**src/hw/rv_core_defines.svh**
```systemverilog
// Core size defines

`ifndef RV_CORE_DEFINES_SVH
`define RV_CORE_DEFINES_SVH

// Data and address width
`define RV_XLEN 32

// Architectural registers, x0 included
`define RV_REG_COUNT 32

// First fetch address after reset
`define RV_RESET_PC 32'h0000_0000

`endif
```
**src/hw/rv_core_pkg.sv**
```systemverilog
// Core shared types

`include "rv_core_defines.svh"

package rv_core_pkg;

    typedef enum logic [6:0] {
        OP_REG    = 7'b0110011,
        OP_IMM    = 7'b0010011,
        OP_LOAD   = 7'b0000011,
        OP_STORE  = 7'b0100011,
        OP_BRANCH = 7'b1100011,
        OP_LUI    = 7'b0110111
    } opcode_t;

    typedef enum logic [3:0] {
        ALU_ADD    = 4'd0,
        ALU_SUB    = 4'd1,
        ALU_AND    = 4'd2,
        ALU_OR     = 4'd3,
        ALU_XOR    = 4'd4,
        ALU_SLT    = 4'd5,
        ALU_SLL    = 4'd6,
        ALU_SRL    = 4'd7,
        ALU_PASS_B = 4'd8
    } alu_op_t;

    typedef enum logic [1:0] {
        SIZE_BYTE_S = 2'd0,
        SIZE_BYTE_U = 2'd1,
        SIZE_WORD   = 2'd2
    } mem_size_t;

    // One instruction word, three field layouts
    typedef union packed {
        struct packed {
            logic [6:0] funct7;
            logic [4:0] rs2;
            logic [4:0] rs1;
            logic [2:0] funct3;
            logic [4:0] rd;
            opcode_t    opcode;
        } r_fmt;
        struct packed {
            logic [11:0] imm;
            logic [4:0]  rs1;
            logic [2:0]  funct3;
            logic [4:0]  rd;
            opcode_t     opcode;
        } i_fmt;
        // Also carries the B-type immediate bits
        struct packed {
            logic [6:0] imm_hi;
            logic [4:0] rs2;
            logic [4:0] rs1;
            logic [2:0] funct3;
            logic [4:0] imm_lo;
            opcode_t    opcode;
        } s_fmt;
    } instr_t;

    typedef struct packed {
        alu_op_t               alu_op;
        logic                  alu_src_imm;
        logic                  reg_write;
        logic                  mem_read;
        logic                  mem_write;
        mem_size_t             mem_size;
        logic                  is_branch;
        logic                  branch_on_equal;
        logic [`RV_XLEN-1:0]   immediate;
    } ctrl_t;

    typedef struct packed {
        logic                valid;
        logic [4:0]          rd;
        logic [`RV_XLEN-1:0] data;
    } wb_t;

    typedef struct packed {
        logic                re;
        logic                we;
        logic [`RV_XLEN-1:0] addr;
        logic [`RV_XLEN-1:0] wdata;
        logic [3:0]          be;
    } dmem_req_t;

endpackage

```
**src/hw/rv_core.sv**
```systemverilog
// Single-cycle RV32I subset core

`timescale 1ns/10ps

`include "rv_core_defines.svh"

module rv_core (
    input  logic                   clk,
    input  logic                   rst_n,
    output logic [`RV_XLEN-1:0]    o_imem_addr,
    input  logic [`RV_XLEN-1:0]    i_imem_data,
    output rv_core_pkg::dmem_req_t o_dmem,
    input  logic [`RV_XLEN-1:0]    i_dmem_rdata,
    output rv_core_pkg::wb_t       o_wb
);
    import rv_core_pkg::*;

    instr_t              instr;
    ctrl_t               ctrl;
    logic                pc_hold;
    logic                load_done;
    logic                branch_taken;
    logic                alu_zero;
    logic [`RV_XLEN-1:0] rs1_data;
    logic [`RV_XLEN-1:0] rs2_data;
    logic [`RV_XLEN-1:0] alu_b;
    logic [`RV_XLEN-1:0] alu_result;
    logic [`RV_XLEN-1:0] lsu_addr;
    logic [`RV_XLEN-1:0] load_data;
    logic [1:0]          load_offset_q;
    mem_size_t           load_size_q;
    mem_size_t           lsu_size;

    assign instr = i_imem_data;

    rv_control u_control (
        .clk         (clk),
        .rst_n       (rst_n),
        .i_instr     (instr),
        .o_ctrl      (ctrl),
        .o_pc_hold   (pc_hold),
        .o_load_done (load_done)
    );

    assign branch_taken = ctrl.is_branch && (alu_zero == ctrl.branch_on_equal);

    pc_counter u_pc (
        .clk            (clk),
        .rst_n          (rst_n),
        .i_hold         (pc_hold),
        .i_branch_taken (branch_taken),
        .i_offset       (ctrl.immediate),
        .o_pc           (o_imem_addr)
    );

    regfile u_regfile (
        .clk        (clk),
        .rst_n      (rst_n),
        .i_rs1      (instr.r_fmt.rs1),
        .i_rs2      (instr.r_fmt.rs2),
        .i_wb       (o_wb),
        .o_rs1_data (rs1_data),
        .o_rs2_data (rs2_data)
    );

    assign alu_b = ctrl.alu_src_imm ? ctrl.immediate : rs2_data;

    alu u_alu (
        .i_op     (ctrl.alu_op),
        .i_a      (rs1_data),
        .i_b      (alu_b),
        .o_result (alu_result),
        .o_zero   (alu_zero)
    );

    // Byte offset and size captured when the read is issued
    always_ff @(posedge clk) begin
        if (ctrl.mem_read) begin
            load_offset_q <= alu_result[1:0];
            load_size_q   <= ctrl.mem_size;
        end
    end

    // No store can happen in LOAD_WAIT, so the return path owns the LSU then
    assign lsu_addr = {alu_result[`RV_XLEN-1:2], load_done ? load_offset_q : alu_result[1:0]};
    assign lsu_size = load_done ? load_size_q : ctrl.mem_size;

    load_store_unit u_lsu (
        .i_addr       (lsu_addr),
        .i_store_data (rs2_data),
        .i_size       (lsu_size),
        .i_rdata      (i_dmem_rdata),
        .o_be         (o_dmem.be),
        .o_wdata      (o_dmem.wdata),
        .o_load_data  (load_data)
    );

    assign o_dmem.re   = ctrl.mem_read;
    assign o_dmem.we   = ctrl.mem_write;
    assign o_dmem.addr = {alu_result[`RV_XLEN-1:2], 2'b00};

    // Writes to x0 never leave the core
    assign o_wb.valid = ctrl.reg_write && (instr.r_fmt.rd != 5'd0);
    assign o_wb.rd    = instr.r_fmt.rd;
    assign o_wb.data  = load_done ? load_data : alu_result;

endmodule

```
**src/hw/load_store_unit.sv**
```systemverilog
// Load and store byte lane handling

`timescale 1ns/10ps

`include "rv_core_defines.svh"

module load_store_unit (
    input  logic [`RV_XLEN-1:0]    i_addr,
    input  logic [`RV_XLEN-1:0]    i_store_data,
    input  rv_core_pkg::mem_size_t i_size,
    input  logic [`RV_XLEN-1:0]    i_rdata,
    output logic [3:0]             o_be,
    output logic [`RV_XLEN-1:0]    o_wdata,
    output logic [`RV_XLEN-1:0]    o_load_data
);
    import rv_core_pkg::*;

    logic [1:0] offset;
    logic [7:0] rd_byte;

    assign offset = i_addr[1:0];

    // Store side
    always_comb begin
        if (i_size == SIZE_WORD) begin
            o_be    = 4'b1111;
            o_wdata = i_store_data;
        end else begin
            o_be    = 4'b0001 << offset;
            o_wdata = {4{i_store_data[7:0]}};
        end
    end

    // Load side, offset and size come from the issue cycle
    assign rd_byte = i_rdata[8*offset +: 8];

    always_comb begin
        case (i_size)
            SIZE_BYTE_S: o_load_data = {{24{rd_byte[7]}}, rd_byte};
            SIZE_BYTE_U: o_load_data = {24'b0, rd_byte};
            default:     o_load_data = i_rdata;
        endcase
    end

endmodule

```
**src/hw/alu.sv**
```systemverilog
// Integer ALU

`timescale 1ns/10ps

`include "rv_core_defines.svh"

module alu (
    input  rv_core_pkg::alu_op_t i_op,
    input  logic [`RV_XLEN-1:0]  i_a,
    input  logic [`RV_XLEN-1:0]  i_b,
    output logic [`RV_XLEN-1:0]  o_result,
    output logic                 o_zero
);
    import rv_core_pkg::*;

    logic [4:0] shamt;

    assign shamt = i_b[4:0];

    always_comb begin
        case (i_op)
            ALU_ADD:    o_result = i_a + i_b;
            ALU_SUB:    o_result = i_a - i_b;
            ALU_AND:    o_result = i_a & i_b;
            ALU_OR:     o_result = i_a | i_b;
            ALU_XOR:    o_result = i_a ^ i_b;
            // Signed compare, result is 0 or 1
            ALU_SLT:    o_result = {{(`RV_XLEN-1){1'b0}}, $signed(i_a) < $signed(i_b)};
            ALU_SLL:    o_result = i_a << shamt;
            ALU_SRL:    o_result = i_a >> shamt;
            ALU_PASS_B: o_result = i_b;
            default:    o_result = '0;
        endcase
    end

    // Used for BEQ and BNE after a subtract
    assign o_zero = (o_result == '0);

endmodule

```
**src/hw/regfile.sv**
```systemverilog
// Integer register file

`timescale 1ns/10ps

`include "rv_core_defines.svh"

module regfile (
    input  logic                clk,
    input  logic                rst_n,
    input  logic [4:0]          i_rs1,
    input  logic [4:0]          i_rs2,
    input  rv_core_pkg::wb_t    i_wb,
    output logic [`RV_XLEN-1:0] o_rs1_data,
    output logic [`RV_XLEN-1:0] o_rs2_data
);

    logic [`RV_XLEN-1:0] regs [`RV_REG_COUNT];

    always_ff @(posedge clk) begin
        if (!rst_n) begin
            for (int i = 0; i < `RV_REG_COUNT; i++) begin
                regs[i] <= '0;
            end
        end else if (i_wb.valid) begin
            regs[i_wb.rd] <= i_wb.data;
        end
    end

    // x0 is hardwired to zero
    assign o_rs1_data = (i_rs1 == 5'd0) ? '0 : regs[i_rs1];
    assign o_rs2_data = (i_rs2 == 5'd0) ? '0 : regs[i_rs2];

endmodule

```
**src/hw/pc_counter.sv**
```systemverilog
// Program counter

`timescale 1ns/10ps

`include "rv_core_defines.svh"

module pc_counter (
    input  logic                clk,
    input  logic                rst_n,
    input  logic                i_hold,
    input  logic                i_branch_taken,
    input  logic [`RV_XLEN-1:0] i_offset,
    output logic [`RV_XLEN-1:0] o_pc
);

    logic [`RV_XLEN-1:0] pc_next;

    // Hold wins, it only comes with a load
    always_comb begin
        if (i_hold) begin
            pc_next = o_pc;
        end else if (i_branch_taken) begin
            pc_next = o_pc + i_offset;
        end else begin
            pc_next = o_pc + `RV_XLEN'd4;
        end
    end

    always_ff @(posedge clk) begin
        if (!rst_n) begin
            o_pc <= `RV_RESET_PC;
        end else begin
            o_pc <= pc_next;
        end
    end

endmodule

```
**src/hw/rv_control.sv**
```systemverilog
// Instruction decoder and load sequencing

`timescale 1ns/10ps

module rv_control (
    input  logic                clk,
    input  logic                rst_n,
    input  rv_core_pkg::instr_t i_instr,
    output rv_core_pkg::ctrl_t  o_ctrl,
    output logic                o_pc_hold,
    output logic                o_load_done
);
    import rv_core_pkg::*;

    typedef enum logic {EXECUTE, LOAD_WAIT} state_t;

    state_t      state;
    ctrl_t       dec;
    logic        load_issue;
    logic [31:0] imm_i;
    logic [31:0] imm_s;
    logic [31:0] imm_b;
    logic [31:0] imm_u;

    assign imm_i = {{20{i_instr.i_fmt.imm[11]}}, i_instr.i_fmt.imm};
    assign imm_s = {{20{i_instr.s_fmt.imm_hi[6]}}, i_instr.s_fmt.imm_hi, i_instr.s_fmt.imm_lo};
    // B-type bits are scattered over the S-type fields
    assign imm_b = {{19{i_instr.s_fmt.imm_hi[6]}}, i_instr.s_fmt.imm_hi[6],
                    i_instr.s_fmt.imm_lo[0], i_instr.s_fmt.imm_hi[5:0],
                    i_instr.s_fmt.imm_lo[4:1], 1'b0};
    assign imm_u = {i_instr.i_fmt.imm, i_instr.i_fmt.rs1, i_instr.i_fmt.funct3, 12'b0};

    always_comb begin
        dec          = '0;
        dec.alu_op   = ALU_ADD;
        dec.mem_size = SIZE_WORD;
        case (i_instr.r_fmt.opcode)
            OP_REG: begin
                dec.reg_write = 1'b1;
                case (i_instr.r_fmt.funct3)
                    3'b000:  dec.alu_op = i_instr.r_fmt.funct7[5] ? ALU_SUB : ALU_ADD;
                    3'b111:  dec.alu_op = ALU_AND;
                    3'b110:  dec.alu_op = ALU_OR;
                    3'b100:  dec.alu_op = ALU_XOR;
                    3'b010:  dec.alu_op = ALU_SLT;
                    3'b001:  dec.alu_op = ALU_SLL;
                    3'b101:  dec.alu_op = ALU_SRL;
                    default: dec.reg_write = 1'b0;
                endcase
            end
            OP_IMM: begin
                dec.alu_src_imm = 1'b1;
                dec.reg_write   = 1'b1;
                dec.immediate   = imm_i;
                case (i_instr.i_fmt.funct3)
                    3'b000:  dec.alu_op = ALU_ADD;
                    3'b111:  dec.alu_op = ALU_AND;
                    3'b110:  dec.alu_op = ALU_OR;
                    3'b100:  dec.alu_op = ALU_XOR;
                    default: dec.reg_write = 1'b0;
                endcase
            end
            OP_LOAD: begin
                dec.alu_src_imm = 1'b1;
                dec.immediate   = imm_i;
                dec.mem_read    = 1'b1;
                case (i_instr.i_fmt.funct3)
                    3'b010:  dec.mem_size = SIZE_WORD;
                    3'b000:  dec.mem_size = SIZE_BYTE_S;
                    3'b100:  dec.mem_size = SIZE_BYTE_U;
                    default: dec.mem_read = 1'b0;
                endcase
            end
            OP_STORE: begin
                dec.alu_src_imm = 1'b1;
                dec.immediate   = imm_s;
                dec.mem_write   = 1'b1;
                case (i_instr.s_fmt.funct3)
                    3'b010:  dec.mem_size = SIZE_WORD;
                    3'b000:  dec.mem_size = SIZE_BYTE_U;
                    default: dec.mem_write = 1'b0;
                endcase
            end
            OP_BRANCH: begin
                // Compare by subtraction, decide on the zero flag
                dec.alu_op    = ALU_SUB;
                dec.immediate = imm_b;
                dec.is_branch = 1'b1;
                case (i_instr.s_fmt.funct3)
                    3'b000:  dec.branch_on_equal = 1'b1;
                    3'b001:  dec.branch_on_equal = 1'b0;
                    default: dec.is_branch = 1'b0;
                endcase
            end
            OP_LUI: begin
                dec.alu_op      = ALU_PASS_B;
                dec.alu_src_imm = 1'b1;
                dec.reg_write   = 1'b1;
                dec.immediate   = imm_u;
            end
            default: ;
        endcase
    end

    // First cycle of a load issues the read and stalls the PC
    assign load_issue  = dec.mem_read && (state == EXECUTE);
    assign o_pc_hold   = load_issue;
    assign o_load_done = (state == LOAD_WAIT);

    always_comb begin
        o_ctrl           = dec;
        o_ctrl.mem_read  = load_issue;
        o_ctrl.reg_write = dec.reg_write | (dec.mem_read & o_load_done);
    end

    always_ff @(posedge clk) begin
        if (!rst_n) begin
            state <= EXECUTE;
        end else if (load_issue) begin
            state <= LOAD_WAIT;
        end else begin
            state <= EXECUTE;
        end
    end

endmodule

```
**config.mk**
```make
export PLATFORM = sky130hd
export DESIGN_NAME = rv_core
export DESIGN_NICKNAME = d
export VERILOG_FILES = /design/src/hw/rv_core_pkg.sv /design/src/hw/rv_core.sv /design/src/hw/load_store_unit.sv /design/src/hw/alu.sv /design/src/hw/regfile.sv /design/src/hw/pc_counter.sv /design/src/hw/rv_control.sv
export VERILOG_INCLUDE_DIRS = /design/src /design/src/hw
export SDC_FILE = /design/constraint.sdc
export NUM_CORES = 2
export LEC_CHECK = 0
export ABC_AREA = 1
export ABC_CLOCK_PERIOD_IN_PS = 21100
export BUFFER_PORTS_ARGS = -buffer_cell sky130_fd_sc_hd__buf_4
export CAP_MARGIN = 20
export CORE_UTILIZATION = 40
export DETAILED_ROUTE_END_ITERATION = 6
export PLACE_DENSITY = 0.56
export SLEW_MARGIN = 20
export SYNTH_ARGS = -nofsm -noshare
export SYNTH_HDL_FRONTEND = slang
export SYNTH_SLANG_ARGS = --single-unit
```
**constraint.sdc**
```tcl
create_clock -name clk -period 21.1 [get_ports clk]
set_input_delay 5.275 -clock clk [delete_from_list [all_inputs] [get_ports clk]]
set_output_delay 5.275 -clock clk [all_outputs]
set_load 0.02 [all_outputs]
```
After elaboration in Yosys (flattened, before gate mapping)
Memories as Yosys holds them, arrays and structs flattened.
Cells that the tools add are included.
{ "totals": {"elab_cells": 99, "register_bits": 37, "mem_count": 1, "mem_bits_rw": 1024} }
{ "memory_table": {"columns": ["name", "words", "word_bits", "read_ports", "rd_clocked_by_memory_dff", "write_ports", "line_no", "text"], "rows": [
  ["u_regfile.regs", 32, 32, 2, 0, 32, "regfile.sv:17", "logic [`RV_XLEN-1:0] regs [`RV_REG_COUNT];"]
]} }
{ "op_classes": {"addsub": 4, "reduce_logical": 18, "bitwise_logic": 6, "shift": 4, "eq_ne": 23, "n_lt_le_gt_ge": 1, "mux": 38} }
{ "op_table": {"columns": ["op", "n"], "rows": [
  ["32-bit one-hot mux with 9 select lines", 1],
  ["32-bit two-way mux", 7],
  ["32-bit one-hot mux with 4 select lines", 1],
  ["32-bit adder", 2],
  ["32-bit one-hot mux with 2 select lines", 1],
  ["32-bit by 3-bit adder with 32-bit output (second input constant)", 1],
  ["32-bit AND", 1],
  ["32-bit zero test", 1],
  ["32-bit less-than comparator", 1],
  ["32-bit OR", 1],
  ["32-bit OR reduction", 1],
  ["32-bit by 6-bit variable part select with 8-bit output", 1],
  ["32-bit by 5-bit left shift with 32-bit output", 1],
  ["32-bit by 5-bit >> shifter with 32-bit output", 1],
  ["32-bit subtractor", 1],
  ["32-bit bitwise XOR", 1],
  ["4-bit one-hot mux with 7 select lines", 1],
  ["7-bit by 6-bit == test with 1-bit output (second input constant)", 3],
  ["4-bit by 3-bit == test with 1-bit output (second input constant)", 4],
  ["1-bit two-way mux", 16],
  ["4-bit one-hot mux with 4 select lines", 1],
  ["3-bit == test (second input constant)", 4],
  ["5-bit zero test", 2],
  ["3-bit one-hot mux with 3 select lines", 1],
  ["other kinds (29)", 39]
]} }

Longest topological paths before layout
{ "depth": {"word_depth": 12, "ltp_mapped": 47, "ltp_nobuf": 40} }

By module
From an unflattened synthesis, not the netlist that was laid out.
{ "hier_totals": {"cells_unflattened": 10793, "hier_area_um2": 74669.1} }
{ "by_module_without_submodules": {"columns": ["module", "seq_area_each_um2", "instances", "area_per_inst_um2", "cells_per_inst"], "rows": [
  ["regfile", 30749.5, 1, 57049.7, 7281],
  ["alu", 0.0, 1, 10171.0, 2144],
  ["pc_counter", 640.6, 1, 4430.5, 793],
  ["rv_core", 120.1, 1, 1301.2, 238],
  ["load_store_unit", 0.0, 1, 985.9, 199],
  ["rv_control", 20.0, 1, 730.7, 138]
]} }

Worst setup path after synthesis
Ideal clock, no wire load.
{ "synth_path": {"kind": "input to output", "start": "input i_imem_data[20]", "end": "output o_wb[20] (netlist name)", "arrival_time_ns": 10.724, "slack_ns": 5.101, "path_stages": 40, "required_time_ns": 15.825, "cell_sequence": "buf_6 > buf_6 > buf_6 > buf_2 > buf_2 > clkbuf_1 > clkbuf_1 > clkbuf_1 > buf_1 > o21ai_0 > o2111ai_1 > nand3_1 > nand2_1 > o21ai_0 > ha_1 > clkbuf_1 > inv_1 > o21bai_1 > [4 not listed] > o211ai_1 > nand2_1 > nand2_1 > nand2_1 > nand2_1 > nor2_1 > nor2_1 > nand3_2 > nand2_2 > nand2_2 > o21ai_1 > clkinv_1 > nand4_4 > buf_8 > nand2_2 > nand2_2 > buf_6 > inv_2"} }
{ "synth_rtl": {"columns": ["element", "line_no", "text"], "rows": [
  ["start: declaration", "rv_core.sv:11", "input logic [`RV_XLEN-1:0] i_imem_data,"],
  ["end: declaration", "rv_core.sv:14", "output rv_core_pkg::wb_t o_wb"]
]} }

==> impl_metrics.env <==
export IMPL_grt_pass1_vias=66570
export IMPL_h_tree_depth=3
export IMPL_final_antenna_net_count=0
export IMPL_reg2reg_to="u_pc.o_pc[14]$_SDFFE_PN0N_"
export IMPL_crit_top_cell="nand2_1"
export IMPL_drive_gt1_frac=0.08175
export IMPL_synth_area_leader_cell="edfxtp_1"
export IMPL_grt_setup_unrepaired="false"
export IMPL_die_w_um=422.8
export IMPL_yosys_top_cells_area="edfxtp_1 (44%), nand2_1 (10%), nor2_1 (9.0%)"
export IMPL_rows=154
export IMPL_io_pins=206
export IMPL_worstSetupEndpointType="primary output"
export IMPL_grt_pass1_wl_um=512100
export IMPL_drc=0
export IMPL_synth_cell_types=60
export IMPL_critPathMaxStageDelay_ps=950
export IMPL_slew_headroom=0.1719
export IMPL_dieArea_sq_mm=0.1787
export IMPL_slew_violations=0
export IMPL_p_seq_frac=0.358
export IMPL_arrival_ps=13860
export IMPL_critPathLaunchType="input pin"
export IMPL_cts_buffers=121
export IMPL_tritoncts="yes"
export IMPL_netlist_area_sq_mm=0.07082
export IMPL_drtIter0Drc=12810
export IMPL_synth_edff_count=1028
export IMPL_seq_area_frac_synth=0.4452
export IMPL_power_internal_w=0.004039
export IMPL_cts_setup_buffers=0
export IMPL_grt_max_degree=165
export IMPL_cts_hold_buffers_added=0
export IMPL_worstMarginPinSlew_ps=1242
export IMPL_dpl_hpwl_um=247600
export IMPL_drt_vias_per_instance=6.284
export IMPL_clkLatencyLatePin_ps=840
export IMPL_worstHoldEndpoint="u_pc.o_pc[26]$_SDFFE_PN0N_"
export IMPL_final_setup_skew_ps=60.53
export IMPL_timing_worst_setup_path_type="input pin to primary output"
export IMPL_fin_setup_tns_ps=0
export IMPL_syn_inst=9448
export IMPL_synthArstFlopShare=0
export IMPL_holdWs_ps=533.8
export IMPL_power_frac_comb=0.330
export IMPL_ir_drop_v=0.0001102
export IMPL_total_power_w=0.006759
export IMPL_p_sw_w=0.002720
export IMPL_core_sq_mm=0.1759
export IMPL_gr_usage_all_layers=0.4019
export IMPL_min_path_cells=2
export IMPL_avgSynthCellArea_sq_um=7.495
export IMPL_synth_warnings=0
export IMPL_r2r_start="u_regfile.regs[21][6]$_SDFFCE_PN0P_"
export IMPL_vias=73401
export IMPL_routedWlPerCell_um=31.84
export IMPL_dr_pass1_iters=7
export IMPL_switching_share=0.4025
export IMPL_finalCritPeriodShare=0.9070
export IMPL_clkPwrFrac=0.313
export IMPL_clk_pin_slew_worst_paths_ps=60
export IMPL_fin_cells=11681
export IMPL_status="completed"
export IMPL_cts_sinks=1061
export IMPL_place_gp_congestion=1.050
export IMPL_start_util=0.4025
export IMPL_power_density_mw_per_mm2=87.21
export IMPL_required_ps=15830
export IMPL_startpoint="i_imem_data[20]"
export IMPL_portBuffers=203
export IMPL_cellLeakagePower_nw=31.57
export IMPL_cts_resized=0
export IMPL_clock_tree_buffer_depth=3
export IMPL_rr_worst_depth=29
export IMPL_setup_violations=0
export IMPL_wl_um=371900
export IMPL_ys_flop_type="edfxtp_1"
export IMPL_root_buffer="clkbuf_16"
export IMPL_hold_viol=0
export IMPL_cpMaxStageDelayCell="a2111oi_0"
export IMPL_grt_overflow=0
export IMPL_synthToLayoutAreaGrowth_pct=9.446
export IMPL_worstHoldStart="u_pc.o_pc[26]$_SDFFE_PN0N_"
export IMPL_hp_class="flop to flop"
export IMPL_min_period_ps=19140
export IMPL_dp_cells=11452
export IMPL_path_max_fanout=111
export IMPL_synth_seq_cells=1061
export IMPL_antenna_found_initial=24
export IMPL_fin_nets=9434
export IMPL_yosys_area_top_type_share=0.4359
export IMPL_r2r_slack_ps=11930
export IMPL_dieHeight_um=422.8
export IMPL_drv_cap=0
export IMPL_fmax_mhz=52.25
==> synthesized netlist by cell type, types with 4 or more instances <==
cell type  count
a2111oi_0     19
a211oi_1       7
a21boi_0       8
a21o_1         7
a21oi_1      454
a221o_1        4
a221oi_1       7
a31oi_1       12
buf_1         51
buf_2        208
buf_4        109
buf_6         26
clkbuf_1     395
dfxtp_1       33
edfxtp_1    1028
ha_1         130
inv_1        611
inv_2         35
mux2i_1       10
nand2_1     1921
nand2_2       43
nand3_1     1219
nand3_2        6
nand4_1       63
nor2_1      1693
nor2_2         4
nor3_1        71
nor4_1         6
o2111ai_1     20
o211ai_1     139
o21a_1         6
o21ai_0      764
o21ai_1       21
o21bai_1      15
o221ai_1      72
o22ai_1       97
o31ai_1        4
or2_2         22
xnor2_1       20
xor2_1        52
==> worst max path at each step <==
stage / endpoint / slack (ps) / cells after the start
after floorplan: o_wb[20] / 5100 / 40
after global placement: o_wb[19] / 2620 / 29
after detailed placement: o_wb[23] / 2690 / 35
after CTS: o_wb[23] / 2670 / 35
after global routing: o_wb[23] / 2030 / 35
final: o_wb[16] / 1960 / 30
==> power by group through the flow <==
stage	Combinational [W]	Sequential, W	Clock [W]
2_1_floorplan	0.00126	0.00245	0
4_1_cts	0.00214	0.00241	0.00211
5_1_grt	0.00230	0.00242	0.00218
6_report	0.00223	0.00242	0.00211
3_3_place_gp	0.00215	0.00246	0
3_5_place_dp	0.00214	0.00246	0
==> sequential cells by signal (all words and copies together) (netlist names) <==
signal	cells
load_size_q	2
u_regfile.regs	1024
u_control.o_load_done	1
u_pc.o_pc	32
load_offset_q	2
==> routing by layer <==
metal,share of wire,track usage,vias up
li1,-,-,31464
met1,0.37,0.5189,35275
met2,0.43,0.6019,5581
met3,0.13,0.1071,1061
met4,0.068,0.2379,20
met5,0.00030,0,-
==> layout make-up <==
cell class / instances / area [sq um]
Clock buffer: 163 / 3274
Fill cell: 17533 / 98420
Sequential cell: 1061 / 31530
Timing Repair Buffer: 421 / 3413
Inverter: 649 / 2470
Multi-Input combinational cell: 6981 / 33320
Tap cell: 2340 / 2928
Antenna cell: 8 / 20.02
Clock inverter: 58 / 546.8
==> kinds of logic (layout without fill, tap and decap cells) <==
family | Yosys count | in the layout | share of synthesized area
simple gates | 5068 | 5068 | 0.2986
compound gates | 1664 | 1664 | 0.1333
flops | 1061 | 1061 | 0.4452
xor+xnor | 72 | 72 | 0.008905
other cells | 1 | 42 | 0.00005295
buf+inv | 1439 | 1291 | 0.08864
mux | 10 | 10 | 0.001414
fa+ha+maj | 133 | 133 | 0.02382
==> cell usage in the layout (no fill, tap or decap), types with 22 or more instances in the layout <==
cell / netlist / routed
a21oi_1: 454 / 449
buf_4: 109 / 396
clkbuf_1: 395 / 33
clkbuf_16: 0 / 122
clkinv_1: 3 / 27
conb_1: 1 / 34
dfxtp_1: 33 / 33
edfxtp_1: 1028 / 1028
ha_1: 130 / 130
inv_1: 611 / 605
inv_2: 35 / 35
nand2_1: 1921 / 1884
nand2_2: 43 / 77
nand3_1: 1219 / 1219
nand4_1: 63 / 63
nor2_1: 1693 / 1693
nor3_1: 71 / 70
o211ai_1: 139 / 139
o21ai_0: 764 / 762
o21ai_1: 21 / 22
o221ai_1: 72 / 72
o22ai_1: 97 / 97
or2_2: 22 / 22
xor2_1: 52 / 52
==> through the flow <==
step,area [sq um],worst slack [ps],utilization
after floorplan,70940,5101,-
after CTS,77460,2668,0.4403
after global placement,73570,2617,0.4182
after detailed placement,73640,2685,0.4186
after global routing,77480,2031,0.4404
final,77500,1962,0.4406
==> worst max-delay path, delay by kind of cell <==
family	cells	cell delay, ps
AO/OA/AOI/OAI	9	3690
adder cells (fa/ha/maj)	1	440
buffers and inverters	9	2480
AND/OR/NAND/NOR	11	1710
(Power assumes the default switching activity.)
